==> src/link_pkg.sv <==
// **********************************************************
// Link PHY self-test shared definitions
// Lane word format, status and error codes, timing constants
// **********************************************************
`default_nettype none

package link_pkg;

   // Timing constants in FCLK cycles
   localparam int RESET_HOLD    = 16;
   localparam int TRAIN_LOCK    = 8;
   localparam int TRAIN_TIMEOUT = 256;

   localparam int HOLD_W = $clog2(RESET_HOLD);
   localparam int LOCK_W = $clog2(TRAIN_LOCK);
   localparam int TMO_W  = $clog2(TRAIN_TIMEOUT);

   typedef logic [63:0]       payload_t;
   typedef logic [HOLD_W-1:0] hold_cnt_t;
   typedef logic [LOCK_W-1:0] lock_cnt_t;
   typedef logic [TMO_W-1:0]  tmo_cnt_t;

   typedef enum logic [1:0] {
      LANE_IDLE  = 2'd0,
      LANE_TRAIN = 2'd1,
      LANE_DATA  = 2'd2
   } lane_kind_t;

   // 67-bit word on the parallel lane
   typedef struct packed {
      lane_kind_t kind;
      payload_t   payload;
      logic       parity;
   } lane_word_t;

   // One-hot, doubles as the link FSM state
   typedef enum logic [3:0] {
      ST_RESET = 4'b0001,
      ST_TRAIN = 4'b0010,
      ST_UP    = 4'b0100,
      ST_FAULT = 4'b1000
   } link_status_t;

   typedef enum logic [3:0] {
      EC_NONE    = 4'd0,
      EC_PARITY  = 4'd1,
      EC_TIMEOUT = 4'd2
   } link_ecode_t;

   // Even parity over kind and payload
   function automatic logic lane_parity(input lane_kind_t kind, input payload_t payload);
      return ^{kind, payload};
   endfunction

endpackage

`default_nettype wire

==> src/reset_seq.sv <==
// **********************************************************
// Reset sequencer
// Synchronizes ARSTn and holds the core reset for a fixed count
// **********************************************************
`timescale 1ns/1ps
`default_nettype none

module reset_seq
   import link_pkg::*;
(
   input  logic FCLK,
   input  logic ARSTn,
   output logic core_rst_n
);

   logic [1:0] rst_sync;
   hold_cnt_t  hold_cnt;
   logic       hold_done;

   // Last count value reached while the synchronized reset is released
   assign hold_done = rst_sync[1] && (hold_cnt == hold_cnt_t'(RESET_HOLD - 1));

   // Two-flop synchronizer, cleared straight away by ARSTn
   always_ff @(posedge FCLK or negedge ARSTn) begin
      if (!ARSTn) begin
         rst_sync <= 2'b00;
      end else begin
         rst_sync <= {rst_sync[0], 1'b1};
      end
   end

   // Hold counter, core reset asserted asynchronously and released on a clock edge
   always_ff @(posedge FCLK or negedge ARSTn) begin
      if (!ARSTn) begin
         hold_cnt   <= '0;
         core_rst_n <= 1'b0;
      end else begin
         if (rst_sync[1] && !core_rst_n && !hold_done) begin
            hold_cnt <= hold_cnt + 1'b1;
         end
         if (hold_done) begin
            core_rst_n <= 1'b1;
         end
      end
   end

endmodule

`default_nettype wire

==> src/count_source.sv <==
// **********************************************************
// Counting traffic source
// Offers an incrementing 64-bit word under valid/ready
// **********************************************************
`timescale 1ns/1ps
`default_nettype none

module count_source
   import link_pkg::*;
(
   input  logic     FCLK,
   input  logic     core_rst_n,
   input  logic     tx_ready,
   output payload_t tx_data,
   output logic     tx_valid
);

   payload_t tx_data_nxt;
   logic     tx_xfer;

   assign tx_xfer = tx_valid && tx_ready;

   // Hold the offered word until it is taken
   assign tx_data_nxt = tx_xfer ? tx_data + 64'h1 : tx_data;

   // Valid rises on the first cycle out of reset and stays high
   always_ff @(posedge FCLK or negedge core_rst_n) begin
      if (!core_rst_n) begin
         tx_valid <= 1'b0;
      end else begin
         tx_valid <= 1'b1;
      end
   end

   always_ff @(posedge FCLK or negedge core_rst_n) begin
      if (!core_rst_n) begin
         tx_data <= '0;
      end else begin
         tx_data <= tx_data_nxt;
      end
   end

endmodule

`default_nettype wire

==> src/link_ctrl.sv <==
// **********************************************************
// Link controller
// Training, lock detection, timeout and fault handling
// **********************************************************
`timescale 1ns/1ps
`default_nettype none

module link_ctrl
   import link_pkg::*;
(
   input  logic         FCLK,
   input  logic         core_rst_n,
   input  logic         enable,
   input  lane_kind_t   rx_kind,
   input  logic         rx_strobe,
   input  logic         parity_bad,
   output lane_kind_t   tx_kind,
   output logic         tx_ready,
   output link_status_t status,
   output link_ecode_t  ecode
);

   link_status_t state;
   link_status_t state_nxt;
   link_ecode_t  ecode_nxt;
   lock_cnt_t    lock_cnt;
   lock_cnt_t    lock_cnt_nxt;
   tmo_cnt_t     tmo_cnt;
   tmo_cnt_t     tmo_cnt_nxt;
   logic         train_good;

   // A clean training word from the partner
   assign train_good = rx_strobe && (rx_kind == LANE_TRAIN);

   always_comb begin
      state_nxt    = state;
      ecode_nxt    = ecode;
      lock_cnt_nxt = '0;
      tmo_cnt_nxt  = '0;
      if (!enable) begin
         state_nxt = ST_RESET;
         ecode_nxt = EC_NONE;
      end else begin
         case (state)
            ST_RESET: begin
               state_nxt = ST_TRAIN;
            end
            ST_TRAIN: begin
               tmo_cnt_nxt = tmo_cnt + 1'b1;
               // Lock count restarts on anything but a good TRAIN word
               if (train_good) begin
                  lock_cnt_nxt = lock_cnt + 1'b1;
               end
               if (parity_bad) begin
                  state_nxt = ST_FAULT;
                  ecode_nxt = EC_PARITY;
               end else if (train_good && lock_cnt == lock_cnt_t'(TRAIN_LOCK - 1)) begin
                  state_nxt = ST_UP;
               end else if (tmo_cnt == tmo_cnt_t'(TRAIN_TIMEOUT - 1)) begin
                  state_nxt = ST_FAULT;
                  ecode_nxt = EC_TIMEOUT;
               end
            end
            ST_UP: begin
               if (parity_bad) begin
                  state_nxt = ST_FAULT;
                  ecode_nxt = EC_PARITY;
               end
            end
            ST_FAULT: begin
               // Stays here until enable is dropped
               state_nxt = ST_FAULT;
            end
            default: begin
               state_nxt = ST_RESET;
            end
         endcase
      end
   end

   always_ff @(posedge FCLK or negedge core_rst_n) begin
      if (!core_rst_n) begin
         state    <= ST_RESET;
         ecode    <= EC_NONE;
         lock_cnt <= '0;
         tmo_cnt  <= '0;
      end else begin
         state    <= state_nxt;
         ecode    <= ecode_nxt;
         lock_cnt <= lock_cnt_nxt;
         tmo_cnt  <= tmo_cnt_nxt;
      end
   end

   // Lane turns IDLE words into DATA when a transfer happens
   assign tx_kind  = (state == ST_TRAIN) ? LANE_TRAIN : LANE_IDLE;
   assign tx_ready = (state == ST_UP);
   assign status   = state;

endmodule

`default_nettype wire

==> src/link_lane.sv <==
// **********************************************************
// Lane datapath
// Builds and checks lane words, delivers received payload
// **********************************************************
`timescale 1ns/1ps
`default_nettype none

module link_lane
   import link_pkg::*;
(
   input  logic       FCLK,
   input  logic       core_rst_n,
   input  lane_kind_t tx_kind,
   input  payload_t   tx_data,
   input  logic       tx_fire,
   output lane_word_t lane_out,
   input  lane_word_t lane_in,
   input  logic       up,
   output lane_kind_t rx_kind,
   output logic       rx_strobe,
   output logic       parity_bad,
   output payload_t   rx_data,
   output logic       rx_valid
);

   lane_kind_t tx_kind_sel;
   payload_t   tx_payload_sel;
   lane_word_t rx_word;
   logic       rx_live;
   logic       parity_ok;

   // A transfer always goes out as DATA, otherwise payload is zero
   assign tx_kind_sel    = tx_fire ? LANE_DATA : tx_kind;
   assign tx_payload_sel = tx_fire ? tx_data : '0;

   always_ff @(posedge FCLK or negedge core_rst_n) begin
      if (!core_rst_n) begin
         lane_out <= '{kind: LANE_IDLE, payload: '0, parity: 1'b0};
         rx_live  <= 1'b0;
      end else begin
         lane_out <= '{kind: tx_kind_sel,
                       payload: tx_payload_sel,
                       parity: lane_parity(tx_kind_sel, tx_payload_sel)};
         rx_live  <= 1'b1;
      end
   end

   // Incoming word, qualified by rx_live until the first real capture
   always_ff @(posedge FCLK) begin
      rx_word <= lane_in;
   end

   assign parity_ok  = (lane_parity(rx_word.kind, rx_word.payload) == rx_word.parity);
   assign rx_strobe  = rx_live && parity_ok;
   assign parity_bad = rx_live && !parity_ok;
   assign rx_kind    = rx_word.kind;

   // Payload reaches the user only on a clean DATA word while up
   assign rx_valid = rx_strobe && up && (rx_word.kind == LANE_DATA);
   assign rx_data  = rx_word.payload;

endmodule

`default_nettype wire

==> src/count_check.sv <==
// **********************************************************
// Counting checker
// Compares received words to a local count, sticky error
// **********************************************************
`timescale 1ns/1ps
`default_nettype none

module count_check
   import link_pkg::*;
(
   input  logic     FCLK,
   input  logic     core_rst_n,
   input  payload_t rx_data,
   input  logic     rx_valid,
   output logic     data_error
);

   payload_t ref_cnt;
   payload_t ref_cnt_nxt;
   logic     data_error_nxt;

   // Expected value moves on with every delivered word
   assign ref_cnt_nxt = rx_valid ? ref_cnt + 64'h1 : ref_cnt;

   // Once set, only core reset clears it
   assign data_error_nxt = data_error || (rx_valid && (rx_data != ref_cnt));

   always_ff @(posedge FCLK or negedge core_rst_n) begin
      if (!core_rst_n) begin
         ref_cnt <= '0;
      end else begin
         ref_cnt <= ref_cnt_nxt;
      end
   end

   always_ff @(posedge FCLK or negedge core_rst_n) begin
      if (!core_rst_n) begin
         data_error <= 1'b0;
      end else begin
         data_error <= data_error_nxt;
      end
   end

endmodule

`default_nettype wire

==> src/phy_selftest_top.sv <==
// **********************************************************
// Link PHY self-test top level
// **********************************************************
`timescale 1ns/1ps
`default_nettype none

module phy_selftest_top
   import link_pkg::*;
(
   input  logic         FCLK,
   input  logic         ARSTn,
   input  logic         enable,
   input  lane_word_t   lane_in,
   output lane_word_t   lane_out,
   output payload_t     rx_data,
   output logic         rx_valid,
   output link_status_t status,
   output link_ecode_t  ecode,
   output logic         data_error
);

   logic       core_rst_n;
   payload_t   tx_data;
   logic       tx_valid;
   logic       tx_ready;
   logic       tx_fire;
   lane_kind_t tx_kind;
   lane_kind_t rx_kind;
   logic       rx_strobe;
   logic       parity_bad;

   // Single point where the transmit handshake is resolved
   assign tx_fire = tx_valid & tx_ready;

   reset_seq reset_seq_i (
      .FCLK      (FCLK),
      .ARSTn     (ARSTn),
      .core_rst_n(core_rst_n)
   );

   count_source count_source_i (
      .FCLK      (FCLK),
      .core_rst_n(core_rst_n),
      .tx_ready  (tx_ready),
      .tx_data   (tx_data),
      .tx_valid  (tx_valid)
   );

   link_ctrl link_ctrl_i (
      .FCLK      (FCLK),
      .core_rst_n(core_rst_n),
      .enable    (enable),
      .rx_kind   (rx_kind),
      .rx_strobe (rx_strobe),
      .parity_bad(parity_bad),
      .tx_kind   (tx_kind),
      .tx_ready  (tx_ready),
      .status    (status),
      .ecode     (ecode)
   );

   // tx_ready is high exactly in ST_UP
   link_lane link_lane_i (
      .FCLK      (FCLK),
      .core_rst_n(core_rst_n),
      .tx_kind   (tx_kind),
      .tx_data   (tx_data),
      .tx_fire   (tx_fire),
      .lane_out  (lane_out),
      .lane_in   (lane_in),
      .up        (tx_ready),
      .rx_kind   (rx_kind),
      .rx_strobe (rx_strobe),
      .parity_bad(parity_bad),
      .rx_data   (rx_data),
      .rx_valid  (rx_valid)
   );

   count_check count_check_i (
      .FCLK      (FCLK),
      .core_rst_n(core_rst_n),
      .rx_data   (rx_data),
      .rx_valid  (rx_valid),
      .data_error(data_error)
   );

endmodule

`default_nettype wire

==> config.mk <==
export PLATFORM = sky130hd
export DESIGN_NAME = phy_selftest_top
export DESIGN_NICKNAME = d
export VERILOG_FILES = /design/src/link_pkg.sv /design/src/reset_seq.sv /design/src/count_source.sv /design/src/link_ctrl.sv /design/src/link_lane.sv /design/src/count_check.sv /design/src/phy_selftest_top.sv
export SDC_FILE = /design/constraint.sdc
export NUM_CORES = 1
export LEC_CHECK = 0
export BUFFER_PORTS_ARGS = -buffer_cell sky130_fd_sc_hd__buf_2
export CAP_MARGIN = 5
export CORE_MARGIN = 5
export CORE_UTILIZATION = 58
export CTS_BUF_LIST = sky130_fd_sc_hd__clkbuf_4 sky130_fd_sc_hd__clkbuf_8
export DETAILED_ROUTE_END_ITERATION = 10
export PLACE_DENSITY = 0.81
export SYNTH_ARGS = -nofsm -noshare
export SYNTH_HDL_FRONTEND = slang
export SYNTH_SLANG_ARGS = --single-unit
==> constraint.sdc <==
create_clock -name FCLK -period 7.7 [get_ports FCLK]
set_input_delay 0.77 -clock FCLK [delete_from_list [all_inputs] [get_ports FCLK]]
set_output_delay 0.77 -clock FCLK [all_outputs]
set_load 0.05 [all_outputs]
After elaboration in Yosys (flattened, before gate mapping)
Index checks and enable logic that the tools add are counted.
{"block": "totals", "regBits": 290, "latch_bits": 0, "ram_bits": 0, "rom_bits": 0, "mem_count": 0}
{"block": "classes", "n_addsub": 5, "multipliers": 0, "n_div": 0, "order_cmp": 0, "eq_ne": 16, "n_shift": 0, "n_mux": 20, "bitwise": 1, "n_reduce_logical": 19}
{"operator": "$reduce_xor 66->1", "n": 2}
{"operator": "$add 64x1->64 const B", "n": 2}
{"operator": "$mux 64", "n": 1}
{"operator": "$ne 64x64->1", "n": 1}
{"operator": "$mux 4", "n": 10}
{"operator": "$mux 8", "n": 2}
{"operator": "$pmux 4 s4", "n": 1}
{"operator": "$logic_and 1x1->1", "n": 11}
{"operator": "$mux 3", "n": 3}
{"operator": "$add 8x1->8 const B", "n": 1}
{"operator": "$eq 4x4->1 const B", "n": 2}
{"operator": "$eq 8x8->1 const B", "n": 1}
{"operator": "$pmux 4 s2", "n": 1}
{"operator": "$ne 5x2->1 const B", "n": 1}
{"operator": "$add 4x1->4 const B", "n": 1}
{"operator": "$eq 4x1->1 const B", "n": 1}
{"operator": "$eq 4x2->1 const B", "n": 1}
{"operator": "$eq 4x3->1 const B", "n": 1}
{"operator": "$ne 4x2->1 const B", "n": 1}
{"operator": "$ne 4x3->1 const B", "n": 1}
{"operator": "$reduce_and 4->1", "n": 1}
{"operator": "$add 3x1->3 const B", "n": 1}
{"operator": "$eq 3x3->1 const B", "n": 1}
{"operator": "$logic_not 1->1", "n": 3}
{"operator": "10 further kinds", "n": 10}

Logic depth before layout (Yosys ltp)
Gate-level depths: netlist of the first run.
{"block": "logic_depth", "depth_word": 9, "depth_mapped": 12}

Modules after synthesis
From an unflattened synthesis of the first run, not the netlist that was laid out.
{"block": "hier_totals", "cells_unflattened": 1168, "hier_area_um2": 13157.6}
{"module": "link_lane", "instances": 1, "cells_each": 410, "area_per_inst_um2": 5163.7, "seq_area_each_um2": 3042.9}
{"module": "count_check", "instances": 1, "cells_each": 368, "area_per_inst_um2": 3668.5, "seq_area_each_um2": 1626.6}
{"module": "count_source", "instances": 1, "cells_each": 274, "area_per_inst_um2": 3069.2, "seq_area_each_um2": 1626.6}
{"module": "link_ctrl", "instances": 1, "cells_each": 93, "area_per_inst_um2": 964.7, "seq_area_each_um2": 426.7}
{"module": "reset_seq", "instances": 1, "cells_each": 22, "area_per_inst_um2": 285.3, "seq_area_each_um2": 175.2}
{"module": "phy_selftest_top", "instances": 1, "cells_each": 1, "area_per_inst_um2": 6.3, "seq_area_each_um2": 0.0}

Worst setup path after synthesis of the first run
Ideal clock, no wire load.
{"block": "synth_timing", "path_type": "flip-flop to flip-flop", "from": "register reset_seq_i.core_rst_n", "to": "register reset_seq_i.hold_cnt[1]", "setup_time_ps": 125, "arrival_time_ps": 5956, "setup_slack_ps": 1620, "stages_incl_launch_ff": 4, "cell_sequence": "dfrtp_1 > a41oi_1 > nand2_1 > mux2_2"}
{"block": "synth_between", "elab_chain_cells": 3}
{"element": "from (decl)", "line_no": "reset_seq.sv:13", "source": "output logic core_rst_n"}
{"element": "from (signal assigned)", "line_no": "reset_seq.sv:36", "source": "core_rst_n <= 1'b0;"}
{"element": "from (signal assigned)", "line_no": "reset_seq.sv:42", "source": "core_rst_n <= 1'b1;"}
{"element": "$logic_not 1->1 (no line)"}
{"element": "$logic_and 1x1->1 (2 in series)", "line_no": "reset_seq.sv:38", "source": "if (rst_sync[1] && !core_rst_n && !hold_done) begin"}
{"element": "to (signal assigned)", "line_no": "reset_seq.sv:39", "source": "hold_cnt <= hold_cnt + 1'b1;"}
{"element": "to (decl)", "line_no": "reset_seq.sv:17", "source": "hold_cnt_t hold_cnt;"}
No other way between the ends.
A chain may end at the register's enable or synchronous reset.

Final worst setup path of the first run
{"block": "layout_timing", "from": "register link_lane_i.rx_word, in the netlist link_lane_i.rx_data[12]", "to": "output port rx_valid"}
{"block": "layout_between", "elab_chain_cells": 5}
{"element": "from (decl)", "line_no": "link_lane.sv:28", "source": "lane_word_t rx_word;"}
{"element": "from (signal assigned)", "line_no": "link_lane.sv:50", "source": "rx_word <= lane_in;"}
{"element": "$reduce_xor 66->1", "line_no": "link_pkg.sv:52", "source": "return ^{kind, payload};"}
{"element": "$eq 1x1->1", "line_no": "link_lane.sv:53", "source": "assign parity_ok = (lane_parity(rx_word.kind, rx_word.payload) == rx_word.parity);"}
{"element": "$logic_and 1x1->1", "line_no": "link_lane.sv:54", "source": "assign rx_strobe = rx_live && parity_ok;"}
{"element": "$logic_and 1x1->1 (2 in series)", "line_no": "link_lane.sv:59", "source": "assign rx_valid = rx_strobe && up && (rx_word.kind == LANE_DATA);"}
{"element": "to (decl)", "line_no": "phy_selftest_top.sv:16", "source": "output logic rx_valid,"}
No other way between the ends.

==> out/qor.txt, run 1 <==
CLOCK NETWORK
------------------------------------------------------------------------------
Number of clock sinks seen by CTS                                          288
Worst-path clk slew                                                    0.06 ns
CTS Hold Bufs                                                                0
Buffers inserted by post-CTS timing repair                                   0
Total clock buffers created by CTS                                          47
TritonCTS clock tree                                                     built
Maximum count of clock buffers along a single path                           3
Clock latency reported for the late side of the worst-skew pair        0.58 ns
Master cell of the clock root buffer                                  clkbuf_8
Gates resized, CTS repair                                                    0
Number of levels the H-tree was split into                                   2

TIMING
------------------------------------------------------------------------------
Clock Skews                                                          0.0379 ns
RSZ-0062 raised after global routing                                        no
Highest clock rate                                                   0.234 GHz
Transition time at the pin with the least slew margin                 0.987 ns
Hold violation count in the final report                                     0
Setup Viol. Count Final                                                      0
Final clock period utilization by the worst path                         55.5%
Post-route setup TNS                                                      0 ns
Max transition margin                                                    34.2%
Final Max Slew Viols                                                         0
Minimum period implied by the final worst setup slack                  4.28 ns

SYNTH
------------------------------------------------------------------------------
Count of cell types in the netlist                                          49
Synthesis warning total                                                      0
Gate count after technology mapping                                      1,107
Share of Yosys cell area claimed by the top area cell type               43.3%
Most used DFF post-synth                                               dfrtp_1
Synthesized flop and latch total                                           288
Most common cell in the netlist                                        xnor2_1
Number of enable-type register cells in the synthesized netlist              0
Cell types occupying the most area after synthesis                dfrtp_1, xnor2_1, dfxtp_1
Top cells by instance count after synthesis                       xnor2_1, dfrtp_1, and3_1
Post-synthesis cell area                                            12,700 µm²
Post-synthesis cell type with the largest combined area                dfrtp_1
Sequential fraction of the synthesis area                                54.0%
Async set-reset flop share out of synthesis                              76.7%
Average cell area after synthesis                                     11.5 µm²

PLACED DESIGN
------------------------------------------------------------------------------
PortBufs                                                                   208
Half-perimeter wire length after placement                           20,700 µm
Routability congestion estimate                                          0.907

FLOORPLANNING
------------------------------------------------------------------------------
Floorplan die height                                                    158 µm
Top-level I/O count                                                        211
Core area                                                           21,700 µm²
Die Outline Area                                                    25,000 µm²
Number of placement rows                                                    54
Starting density of the core                                             58.7%
Chip Width                                                              158 µm

CRITICAL PATH
------------------------------------------------------------------------------
Start of the worst register-to-register path                      link_ctrl_i.status[1]
Kind of end point of the critical path                              output pin
Critical Path Source                                              link_lane_i.rx_data[12]
Largest driver fanout on the critical path                                  18
Element type at the critical path start                               register
Type of the worst setup path                                        reg -> out
Crit path arrival time                                                 3.51 ns
Worst path required time                                               6.93 ns

FINAL LAYOUT
------------------------------------------------------------------------------
Post-route core utilization                                              67.3%
Share of post-route cells with drive strength above 1                    24.6%
Final antenna diode count                                                    0
Total of fill cells in the finished design                               1,613
Fin nets                                                                 1,353
P&R area growth vs syn                                                   14.7%

ROUTING
------------------------------------------------------------------------------
Routed vias                                                              8,554
Initial detailed-routing violation count                                   599
DR vias/cell                                                              5.37
WL per Instance                                                        18.3 µm
Drt pass-1 iters                                                             5
Number of remaining DRC errors                                               0
Total wire length                                                    29,200 µm
Count of nets left with antenna violations after detail routing              0

POWER
------------------------------------------------------------------------------
Static leakage                                                         7.07 nW
Power per unit of standard cell area                                265 nW/µm²
Highest ir drop seen on vdd                                         0.000279 V

GLOBAL ROUTING
------------------------------------------------------------------------------
Overall global routing resource usage                                    23.2%
Antenna violations before repair                                             1
Pin count of the biggest net entering global routing                        78
Vias in the first global route                                           8,625
Global-route congestion overflow total                                       0
Wire length of the first global-routing pass                         45,700 µm

RUN STATUS
------------------------------------------------------------------------------
Run status                                                        finished clean

MIN PATH
------------------------------------------------------------------------------
Path type of the worst min-delay path                              in -> async

FLOW RUN
------------------------------------------------------------------------------
Number of violations of the max-capacitance limit                            0

==> power breakdown <==
| part | leakage, nW | internal (mW) | total [mW] | switching [mW] |
|---|---|---|---|---|
| clock network | 0.568 | 0.853 | 1.46 | 0.605 |
| logic | 2.87 | 0.206 | 0.748 | 0.542 |
| registers | 3.62 | 1.54 | 1.67 | 0.121 |
| total | 7.07 | 2.60 | 3.87 | 1.27 |
==> path summary, 6_finish.rpt <==
check                                            endpoint  slack [ns]  cells past startpoint
min in group FCLK                 link_lane_i.rx_data[37]        0.28                      1
worst min register to register    reset_seq_i.rst_sync[1]        0.36                      0
max in group asynchronous         link_ctrl_i.lock_cnt[1]        5.68                      1
worst max-delay path                             rx_valid        3.42                      8
worst max register to register  count_check_i.ref_cnt[56]        4.07                      8
worst min-delay path               reset_seq_i.core_rst_n        0.03                      1
==> cells in the final DEF, fill, tap and decap left out, types with 3 or more instances in the layout <==
master and n:
mux2_2 3, nor3_1 5, conb_1 4, or2_2 3, buf_4 5, and4_1 13
dfrtp_1 219, nand3_1 62, nand4_1 40, nor2b_1 4, nand2_1 62, nor4_4 4
buf_2 208, xor2_1 45, a21oi_1 4, inv_1 8, nor4_1 9, ha_1 8
dfxtp_1 67, clkbuf_8 60, clkbuf_4 24, o21ai_0 5, nor2_1 40, and3_1 86
xnor2_1 279, and2_1 15
==> cells by family after synthesis <==
logic type,after synthesis,synth area share (%)
simple gates,357,16.0
xor+xnor,327,22.8
flops,288,54.0
buf+inv,104,5.18
compound gates,18,0.924
fa+ha+maj,8,0.787
mux,3,0.265
other cells,2,0.0590
==> sequential cells by signal, indices dropped and copies added, names as in the netlist <==
signal	count
count_source_i.tx_data	64
link_ctrl_i.lock_cnt	3
count_check_i.ref_cnt	64
reset_seq_i.hold_cnt	4
reset_seq_i.rst_sync	2
link_lane_i.lane_out	67
link_lane_i.rx_live	1
link_lane_i.rx_data	64
link_ctrl_i.tmo_cnt	8
link_lane_i.rx_kind	2
count_check_i.data_error	1
reset_seq_i.core_rst_n	1
link_ctrl_i.status	4
link_ctrl_i.ecode	2
link_lane_i.rx_word	1
==> layout make-up <==
class | instances | area [µm²] | area share, %
Multi-Input combinational cell | 717 | 5200 | 35.6
Clock buffer | 84 | 1010 | 6.89
Sequential cell | 288 | 6880 | 47.1
Inverter | 8 | 30.0 | 0.206
Clock inverter | 4 | 60.1 | 0.411
Timing Repair Buffer | 213 | 1080 | 7.39
Tap cell | 280 | 350 | 2.40
==> critical path, stage by stage (launching register included) <==
cell and delay (ns):
dfxtp_1 0.40, xor2_1 0.23, xnor2_1 0.17, xnor2_1 0.12, xnor2_1 0.27, xnor3_2 0.53
xnor2_4 0.60, nor2_1 0.30, buf_2 0.30
==> layer usage <==
layer / GRT usage [%] / vias to the layer above / part of all wire, %
met2: 37.8 / 344 / 48
met3: 5.63 / 61 / 8.5
met1: 31.2 / 4169 / 41
met4: 6.74 / 2 / 2.4
met5: 0 / - / 0.024
li1: - / 3978 / -
==> metrics by stage <==
| stage | total power, mW | worst slack (ns) | hold slack [ns] | std cells | area, µm² |
|---|---|---|---|---|---|
| after global routing | 4.08 | 3.24 | 0.0113 | 1594 | 14600 |
| after CTS | 3.92 | 3.42 | 0.00665 | 1594 | 14600 |
| after global placement | 2.44 | 4.13 | 0.333 | 1506 | 13500 |
| after detailed placement | 2.45 | 4.09 | 0.346 | 1506 | 13500 |
| final | 3.87 | 3.42 | 0.0345 | 1594 | 14600 |
| after floorplan | 2.31 | 1.22 | 0.331 | 1109 | 12700 |
Note: power is estimated with default switching activity, not from simulation.
==> run 2: changes to the inputs <==
--- a/config.mk
+++ b/config.mk
@@ -8,10 +8,10 @@
 export BUFFER_PORTS_ARGS = -buffer_cell sky130_fd_sc_hd__buf_2
 export CAP_MARGIN = 5
 export CORE_MARGIN = 5
-export CORE_UTILIZATION = 58
+export CORE_UTILIZATION = 53
 export CTS_BUF_LIST = sky130_fd_sc_hd__clkbuf_4 sky130_fd_sc_hd__clkbuf_8
 export DETAILED_ROUTE_END_ITERATION = 10
-export PLACE_DENSITY = 0.81
+export PLACE_DENSITY = 0.78
 export SYNTH_ARGS = -nofsm -noshare
 export SYNTH_HDL_FRONTEND = slang
 export SYNTH_SLANG_ARGS = --single-unit
==> constraint.sdc (replaced) <==
create_clock -name FCLK -period 3.48 [get_ports FCLK]
set_input_delay 0.348 -clock FCLK [delete_from_list [all_inputs] [get_ports FCLK]]
set_output_delay 0.348 -clock FCLK [all_outputs]
set_load 0.05 [all_outputs]
==> run 2 against run 1 <==
Effect of this change:
- cell area grew 6.0%
- worst hold slack gained 0.022 ns
- flip-flop and latch count is the same
- global-route usage shrank 0.35 points
- cell count grew 7.5%
- power grew 130%
- sequential share of layout area shrank 2.7 points
- critical path depth is the same
- non-clock buffer count grew 82
- clock power grew 120%
- count of clock-buffer cells in the layout shrank 13
- wire length grew 6.2%
- highest routed layer is now met4
==> out/qor.txt, run 2 (synthesized netlist as in run 1, its figures left out) <==
RUN STATUS
-------------------------------------------------------------------------------------
Run status                                                               finished clean

POWER
-------------------------------------------------------------------------------------
Clock power frac                                                                36.5%
Switching power of the nets                                                   2.93 mW
Fraction of power consumed by sequential logic                                  40.7%
Highest ir drop seen on vdd                                                0.000575 V
Combinational fraction of design power                                          22.8%
Static leakage                                                                7.44 nW
Power per unit of standard cell area                                       577 nW/µm²
Switching share of power                                                        32.8%
Int Power                                                                     6.00 mW
Total Power Consumption                                                       8.93 mW

FINAL LAYOUT
-------------------------------------------------------------------------------------
Flip-flop count of the largest register, all copies and words added                67
Final antenna diode count                                                           0
Final non-filler cell area                                                 15,500 µm²
Most frequent standard cell in the layout excluding fill and tap cells        xnor2_1
Total of fill cells in the finished design                                      1,760
P&R area growth vs syn                                                          21.7%
Leading cell types in the layout, fill and taps excluded                 xnor2_1, dfrtp_1, buf_2
Largest Register                                                         link_lane_i.lane_out
Post-route core utilization                                                     65.8%
Fin nets                                                                        1,435
Share of post-route cells with drive strength above 1                           24.3%

TIMING
-------------------------------------------------------------------------------------
Clock Skews                                                                 0.0288 ns
RSZ-0062 raised after global routing                                               no
Setup Viol. Count Final                                                             0
Post-route setup TNS                                                             0 ns
Transition time at the pin with the least slew margin                        0.874 ns
Minimum period implied by the final worst setup slack                         3.30 ns
Highest clock rate                                                          0.303 GHz
Final Max Slew Viols                                                                0
Final clock period utilization by the worst path                                94.8%
Worst hold margin                                                           0.0565 ns
Max transition margin                                                           41.7%
Hold violation count in the final report                                            0

FLOORPLANNING
-------------------------------------------------------------------------------------
Starting density of the core                                                    54.1%
Die Outline Area                                                           27,200 µm²
Core area                                                                  23,500 µm²
Top-level I/O count                                                               211
Number of placement rows                                                           56
Chip Width                                                                     165 µm
Floorplan die height                                                           165 µm

CLOCK NETWORK
-------------------------------------------------------------------------------------
Clock latency reported for the late side of the worst-skew pair               0.57 ns
Worst-path clk slew                                                           0.06 ns
Maximum count of clock buffers along a single path                                  3
TritonCTS clock tree                                                            built
Master cell of the clock root buffer                                         clkbuf_8
Number of clock sinks seen by CTS                                                 288
Total clock buffers created by CTS                                                 47
Number of levels the H-tree was split into                                          2

GLOBAL ROUTING
-------------------------------------------------------------------------------------
Pin count of the biggest net entering global routing                              171
Global-route congestion overflow total                                              0
Vias in the first global route                                                  9,336
Global Route met1 Usage                                                         29.7%
Overall global routing resource usage                                           22.9%
Global-route met2 utilization                                                   38.0%
Met3 capacity usage during global routing                                       4.74%
Antenna violations before repair                                                    0
Most congested layer reported by global routing                                  met2
Wire length of the first global-routing pass                                49,000 µm

ROUTING
-------------------------------------------------------------------------------------
Routed vias                                                                     8,836
DR vias/cell                                                                     5.16
Initial detailed-routing violation count                                          697
WL per Instance                                                               18.1 µm
Count of nets left with antenna violations after detail routing                     0
Total wire length                                                           31,000 µm
Drt pass-1 iters                                                                    5
Number of remaining DRC errors                                                      0

MIN PATH
-------------------------------------------------------------------------------------
Path type of the worst min-delay path                                       in -> reg

CRITICAL PATH
-------------------------------------------------------------------------------------
Biggest cell delay along the critical path                                    0.51 ns
Worst path required time                                                      3.13 ns
Largest driver fanout on the critical path                                          6
Crit-path leading delay family                                           XOR/XNOR gates
Element type at the critical path start                                      register
Type of the worst setup path                                               reg -> out
Cell with the most instances on the worst path                                xnor2_1
Sequence of cells on the critical path                                   xor2_1 > xnor2_1 > xnor2_1 > xnor2_1 > xnor3_2 > xnor2_4 > nor2_4 > buf_4
Crit path arrival time                                                        2.95 ns
Combined buffer and inverter count along the critical path                          1
Slowest stage cell, crit path                                                 xnor3_2
Kind of end point of the critical path                                     output pin

PLACED DESIGN
-------------------------------------------------------------------------------------
Routability congestion estimate                                                 0.906
Half-perimeter wire length after placement                                  21,200 µm
PortBufs                                                                          208
Placed Instance Area                                                       13,700 µm²

FLOW RUN
-------------------------------------------------------------------------------------
Number of violations of the max-capacitance limit                                   0

-- run 2: per-stage QoR --
| step | std cells | worst slack [ns] |
|---|---|---|
| global placement | 1556 | 0.277 |
| floorplan | 1109 | 0.252 |
| detailed placement | 1556 | 0.217 |
| CTS | 1713 | 0.0642 |
| finish | 1714 | 0.181 |
| global route | 1714 | 0.00986 |
-- run 2: power groups by stage --
stage | logic [mW] | registers [mW] | clock network [mW]
global placement | 1.79 | 3.69 | 0
detailed placement | 1.82 | 3.70 | 0
CTS | 2.05 | 3.64 | 3.34
floorplan | 1.12 | 3.99 | 0
global route | 2.23 | 3.67 | 3.50
finish | 2.04 | 3.64 | 3.26
-- run 2: repair_timing --
| item | 4_1_cts | 5_1_grt |
|---|---|---|
| pin swaps | 1 | 4 |
| endpoints found under the setup margin | 1 | 26 |
| resized for setup | 3 | 2 |
| hold endpoints to repair | 74 | 0 |
| setup buffers | 2 | 1 |
| hold buffers | 68 | 0 |
-- run 2: layout make-up --
class                           count  area, µm²  area share (%)
Clock inverter                     16        171            1.11
Multi-Input combinational cell    717       5230            33.7
Inverter                            8       30.0           0.194
Tap cell                          319        399            2.58
Sequential cell                   288       6880            44.4
Timing Repair Buffer              295       1880            12.1
Clock buffer                       71        902            5.83
-- run 2: worst paths after layout --
kind / from / slack [ns] / to / depth (start not counted)
max in group asynchronous: reset_seq_i.core_rst_n / 1.81 / count_source_i.tx_data[30] / 1
min: enable / 0.06 / link_ctrl_i.status[0] / 2
max reg2reg: link_lane_i.rx_data[57] / 0.22 / count_check_i.ref_cnt[32] / 12
min reg2reg: reset_seq_i.core_rst_n / 0.36 / count_check_i.ref_cnt[55] / 0
max: link_lane_i.rx_data[57] / 0.18 / rx_valid / 8
min in group asynchronous: ARSTn / 0.15 / reset_seq_i.hold_cnt[3] / 2
-- run 2: layer usage --
metal / wire length [µm] / vias to the layer above / part of all wire [%]
li1: - / 4138 / -
met1: 12800 / 4291 / 41
met2: 14900 / 338 / 48
met3: 2260 / 69 / 7.3
met4: 980 / 0 / 3.2
met5: 0 / - / 0
==> run 3: changes to the inputs <==
--- a/config.mk
+++ b/config.mk
@@ -7,11 +7,11 @@
 export LEC_CHECK = 0
 export BUFFER_PORTS_ARGS = -buffer_cell sky130_fd_sc_hd__buf_2
 export CAP_MARGIN = 5
-export CORE_MARGIN = 5
 export CORE_UTILIZATION = 53
 export CTS_BUF_LIST = sky130_fd_sc_hd__clkbuf_4 sky130_fd_sc_hd__clkbuf_8
 export DETAILED_ROUTE_END_ITERATION = 10
 export PLACE_DENSITY = 0.78
+export RECOVER_POWER = 50
 export SYNTH_ARGS = -nofsm -noshare
 export SYNTH_HDL_FRONTEND = slang
 export SYNTH_SLANG_ARGS = --single-unit
==> run 3 against run 2 <==
Effect of this change:
- the flow now finishes with violations (max-capacitance violations, max-slew violations)
- critical path depth grew 2
- via count increased by 0.14%
- combinational power up 5%
- critical path type unchanged
- first-iteration DRC count decreased by 17%
- global-route usage grew 2.0 points
- flip-flop and latch count is the same
- count of clock-buffer cells in the layout increased by 5
- sequential share of layout area rose by 0.20 points
- worst setup slack gained 0.027 ns
- critical endpoint unchanged
- clock power fell by 2%
==> out/qor.txt, run 3 (synthesized netlist as in run 1, its figures left out) <==
TIMING
-------------------------------------------------------------------------------------
Setup Viol. Count Final                                                             0
Clock Skews                                                                 0.0336 ns
Final clock period utilization by the worst path                                94.0%
Final Max Slew Viols                                                              216
Highest clock rate                                                          0.306 GHz
Max transition margin                                                          -31.2%
Transition time at the pin with the least slew margin                         1.97 ns
Minimum period implied by the final worst setup slack                         3.27 ns
Post-route setup TNS                                                             0 ns
RSZ-0062 raised after global routing                                               no
Hold violation count in the final report                                            0

FINAL LAYOUT
-------------------------------------------------------------------------------------
Flip-flop count of the largest register, all copies and words added                67
Fin nets                                                                        1,437
P&R area growth vs syn                                                          21.1%
Most frequent standard cell in the layout excluding fill and tap cells        xnor2_1
Largest Register                                                         link_lane_i.lane_out
Post-route core utilization                                                     65.5%
Share of post-route cells with drive strength above 1                           21.8%
Final antenna diode count                                                           0
Leading cell types in the layout, fill and taps excluded                 xnor2_1, dfrtp_1, buf_2

CLOCK NETWORK
-------------------------------------------------------------------------------------
Number of clock sinks seen by CTS                                                 288
Clock latency reported for the late side of the worst-skew pair               0.57 ns
Number of levels the H-tree was split into                                          2
TritonCTS clock tree                                                            built
Total clock buffers created by CTS                                                 47
Maximum count of clock buffers along a single path                                  3
Worst-path clk slew                                                           0.06 ns
Master cell of the clock root buffer                                         clkbuf_8

CRITICAL PATH
-------------------------------------------------------------------------------------
Crit path arrival time                                                        2.92 ns
Kind of end point of the critical path                                     output pin
Worst path required time                                                      3.13 ns
Depth of the most critical reg-to-reg path                                         13
Largest driver fanout on the critical path                                          6
Element type at the critical path start                                      register
Type of the worst setup path                                               reg -> out

ROUTING
-------------------------------------------------------------------------------------
Initial detailed-routing violation count                                          578
DR vias/cell                                                                     5.15
Count of nets left with antenna violations after detail routing                     0
Routed vias                                                                     8,848
Drt pass-1 iters                                                                    5
Total wire length                                                           30,200 µm
WL per Instance                                                               17.6 µm
Number of remaining DRC errors                                                      0

FLOORPLANNING
-------------------------------------------------------------------------------------
Chip Width                                                                     157 µm
Top-level I/O count                                                               211
Die Outline Area                                                           24,600 µm²
Floorplan die height                                                           157 µm
Starting density of the core                                                    54.1%
Core area                                                                  23,500 µm²
Number of placement rows                                                           56

MIN PATH
-------------------------------------------------------------------------------------
Hold-critical path depth                                                            2
Path type of the worst min-delay path                                       in -> reg

POWER
-------------------------------------------------------------------------------------
Total Power Consumption                                                       8.88 mW
Power per unit of standard cell area                                       576 nW/µm²
Highest ir drop seen on vdd                                                0.000549 V
Static leakage                                                                7.29 nW

RUN STATUS
-------------------------------------------------------------------------------------
Failing checks                                                           max-capacitance violations, max-slew violations
Run status                                                               finished, violations left

PLACED DESIGN
-------------------------------------------------------------------------------------
Half-perimeter wire length after placement                                  20,000 µm
PortBufs                                                                          208
Routability congestion estimate                                                 0.932

GLOBAL ROUTING
-------------------------------------------------------------------------------------
Pin count of the biggest net entering global routing                              150
Global-route congestion overflow total                                              0
Wire length of the first global-routing pass                                47,100 µm
Antenna violations before repair                                                    0
Overall global routing resource usage                                           24.9%
Vias in the first global route                                                  8,903

FLOW RUN
-------------------------------------------------------------------------------------
Number of violations of the max-capacitance limit                                   2

==> run 3: area by class of cell <==
| type | instances | area, µm² |
|---|---|---|
| Inverter | 8 | 30.0 |
| Multi-Input combinational cell | 717 | 5220 |
| Clock inverter | 12 | 100 |
| Fill cell | 1810 | 8130 |
| Sequential cell | 288 | 6880 |
| Timing Repair Buffer | 297 | 1830 |
| Tap cell | 319 | 399 |
| Clock buffer | 76 | 958 |
==> run 3: worst paths after layout <==
check / start / end / slack [ns]
max reg2reg: link_lane_i.rx_kind[0] / count_check_i.ref_cnt[41] / 0.26
min reg2reg: reset_seq_i.rst_sync[0] / reset_seq_i.rst_sync[1] / 0.35
max: link_lane_i.rx_kind[0] / rx_valid / 0.21
min: enable / link_ctrl_i.status[0] / 0.03
max in group asynchronous: reset_seq_i.core_rst_n / link_ctrl_i.ecode[1] / 1.26
min in group asynchronous: ARSTn / reset_seq_i.hold_cnt[3] / 0.24
==> run 3: layer usage <==
layer / routed length [µm] / GRT usage, % / vias up
met5: 0 / 0 / -
met4: 976 / 9.24 / 0
met3: 1840 / 5.18 / 78
met2: 14400 / 40.2 / 319
met1: 13000 / 33.1 / 4324
li1: - / - / 4127
==> run 3: what timing repair did <==
action | CTS | global route
endpoints found under the setup margin | 1 | 5
pin swaps | 1 | 1
buffers inserted | 1 | 0
hold buffers | 68 | 0
gates resized for setup | 3 | 1
hold endpoints to repair | 74 | 0
gates cloned | 0 | 0
==> run 3: where the power goes <==
group	switching [mW]	total, mW	internal, mW
sequential	0.112	3.54	3.42
clock	1.37	3.21	1.83
combinational	1.47	2.14	0.668
total	2.96	8.88	5.93
==> run 3: metrics by stage <==
step / setup WS (ns) / hold slack (ns) / cells / instance area, µm²
global placement: 0.321 / 0.187 / 1560 / 13700
floorplan: 0.252 / 0.0524 / 1109 / 12700
finish: 0.208 / 0.0343 / 1717 / 15400
global route: 0.0501 / 0.0272 / 1717 / 15400
detailed placement: 0.273 / 0.190 / 1560 / 13700
CTS: 0.121 / 0.0121 / 1717 / 15500
==> run 3: critical path: stages, from the launching register on <==
cell     delay [ns]
dfxtp_1        0.33
inv_1          0.04
ha_1           0.29
xor2_1         0.18
xnor2_1        0.26
xnor2_2        0.18
xnor2_1        0.16
xnor3_2        0.32
xnor2_4        0.18
nor2_4         0.20
buf_4          0.23
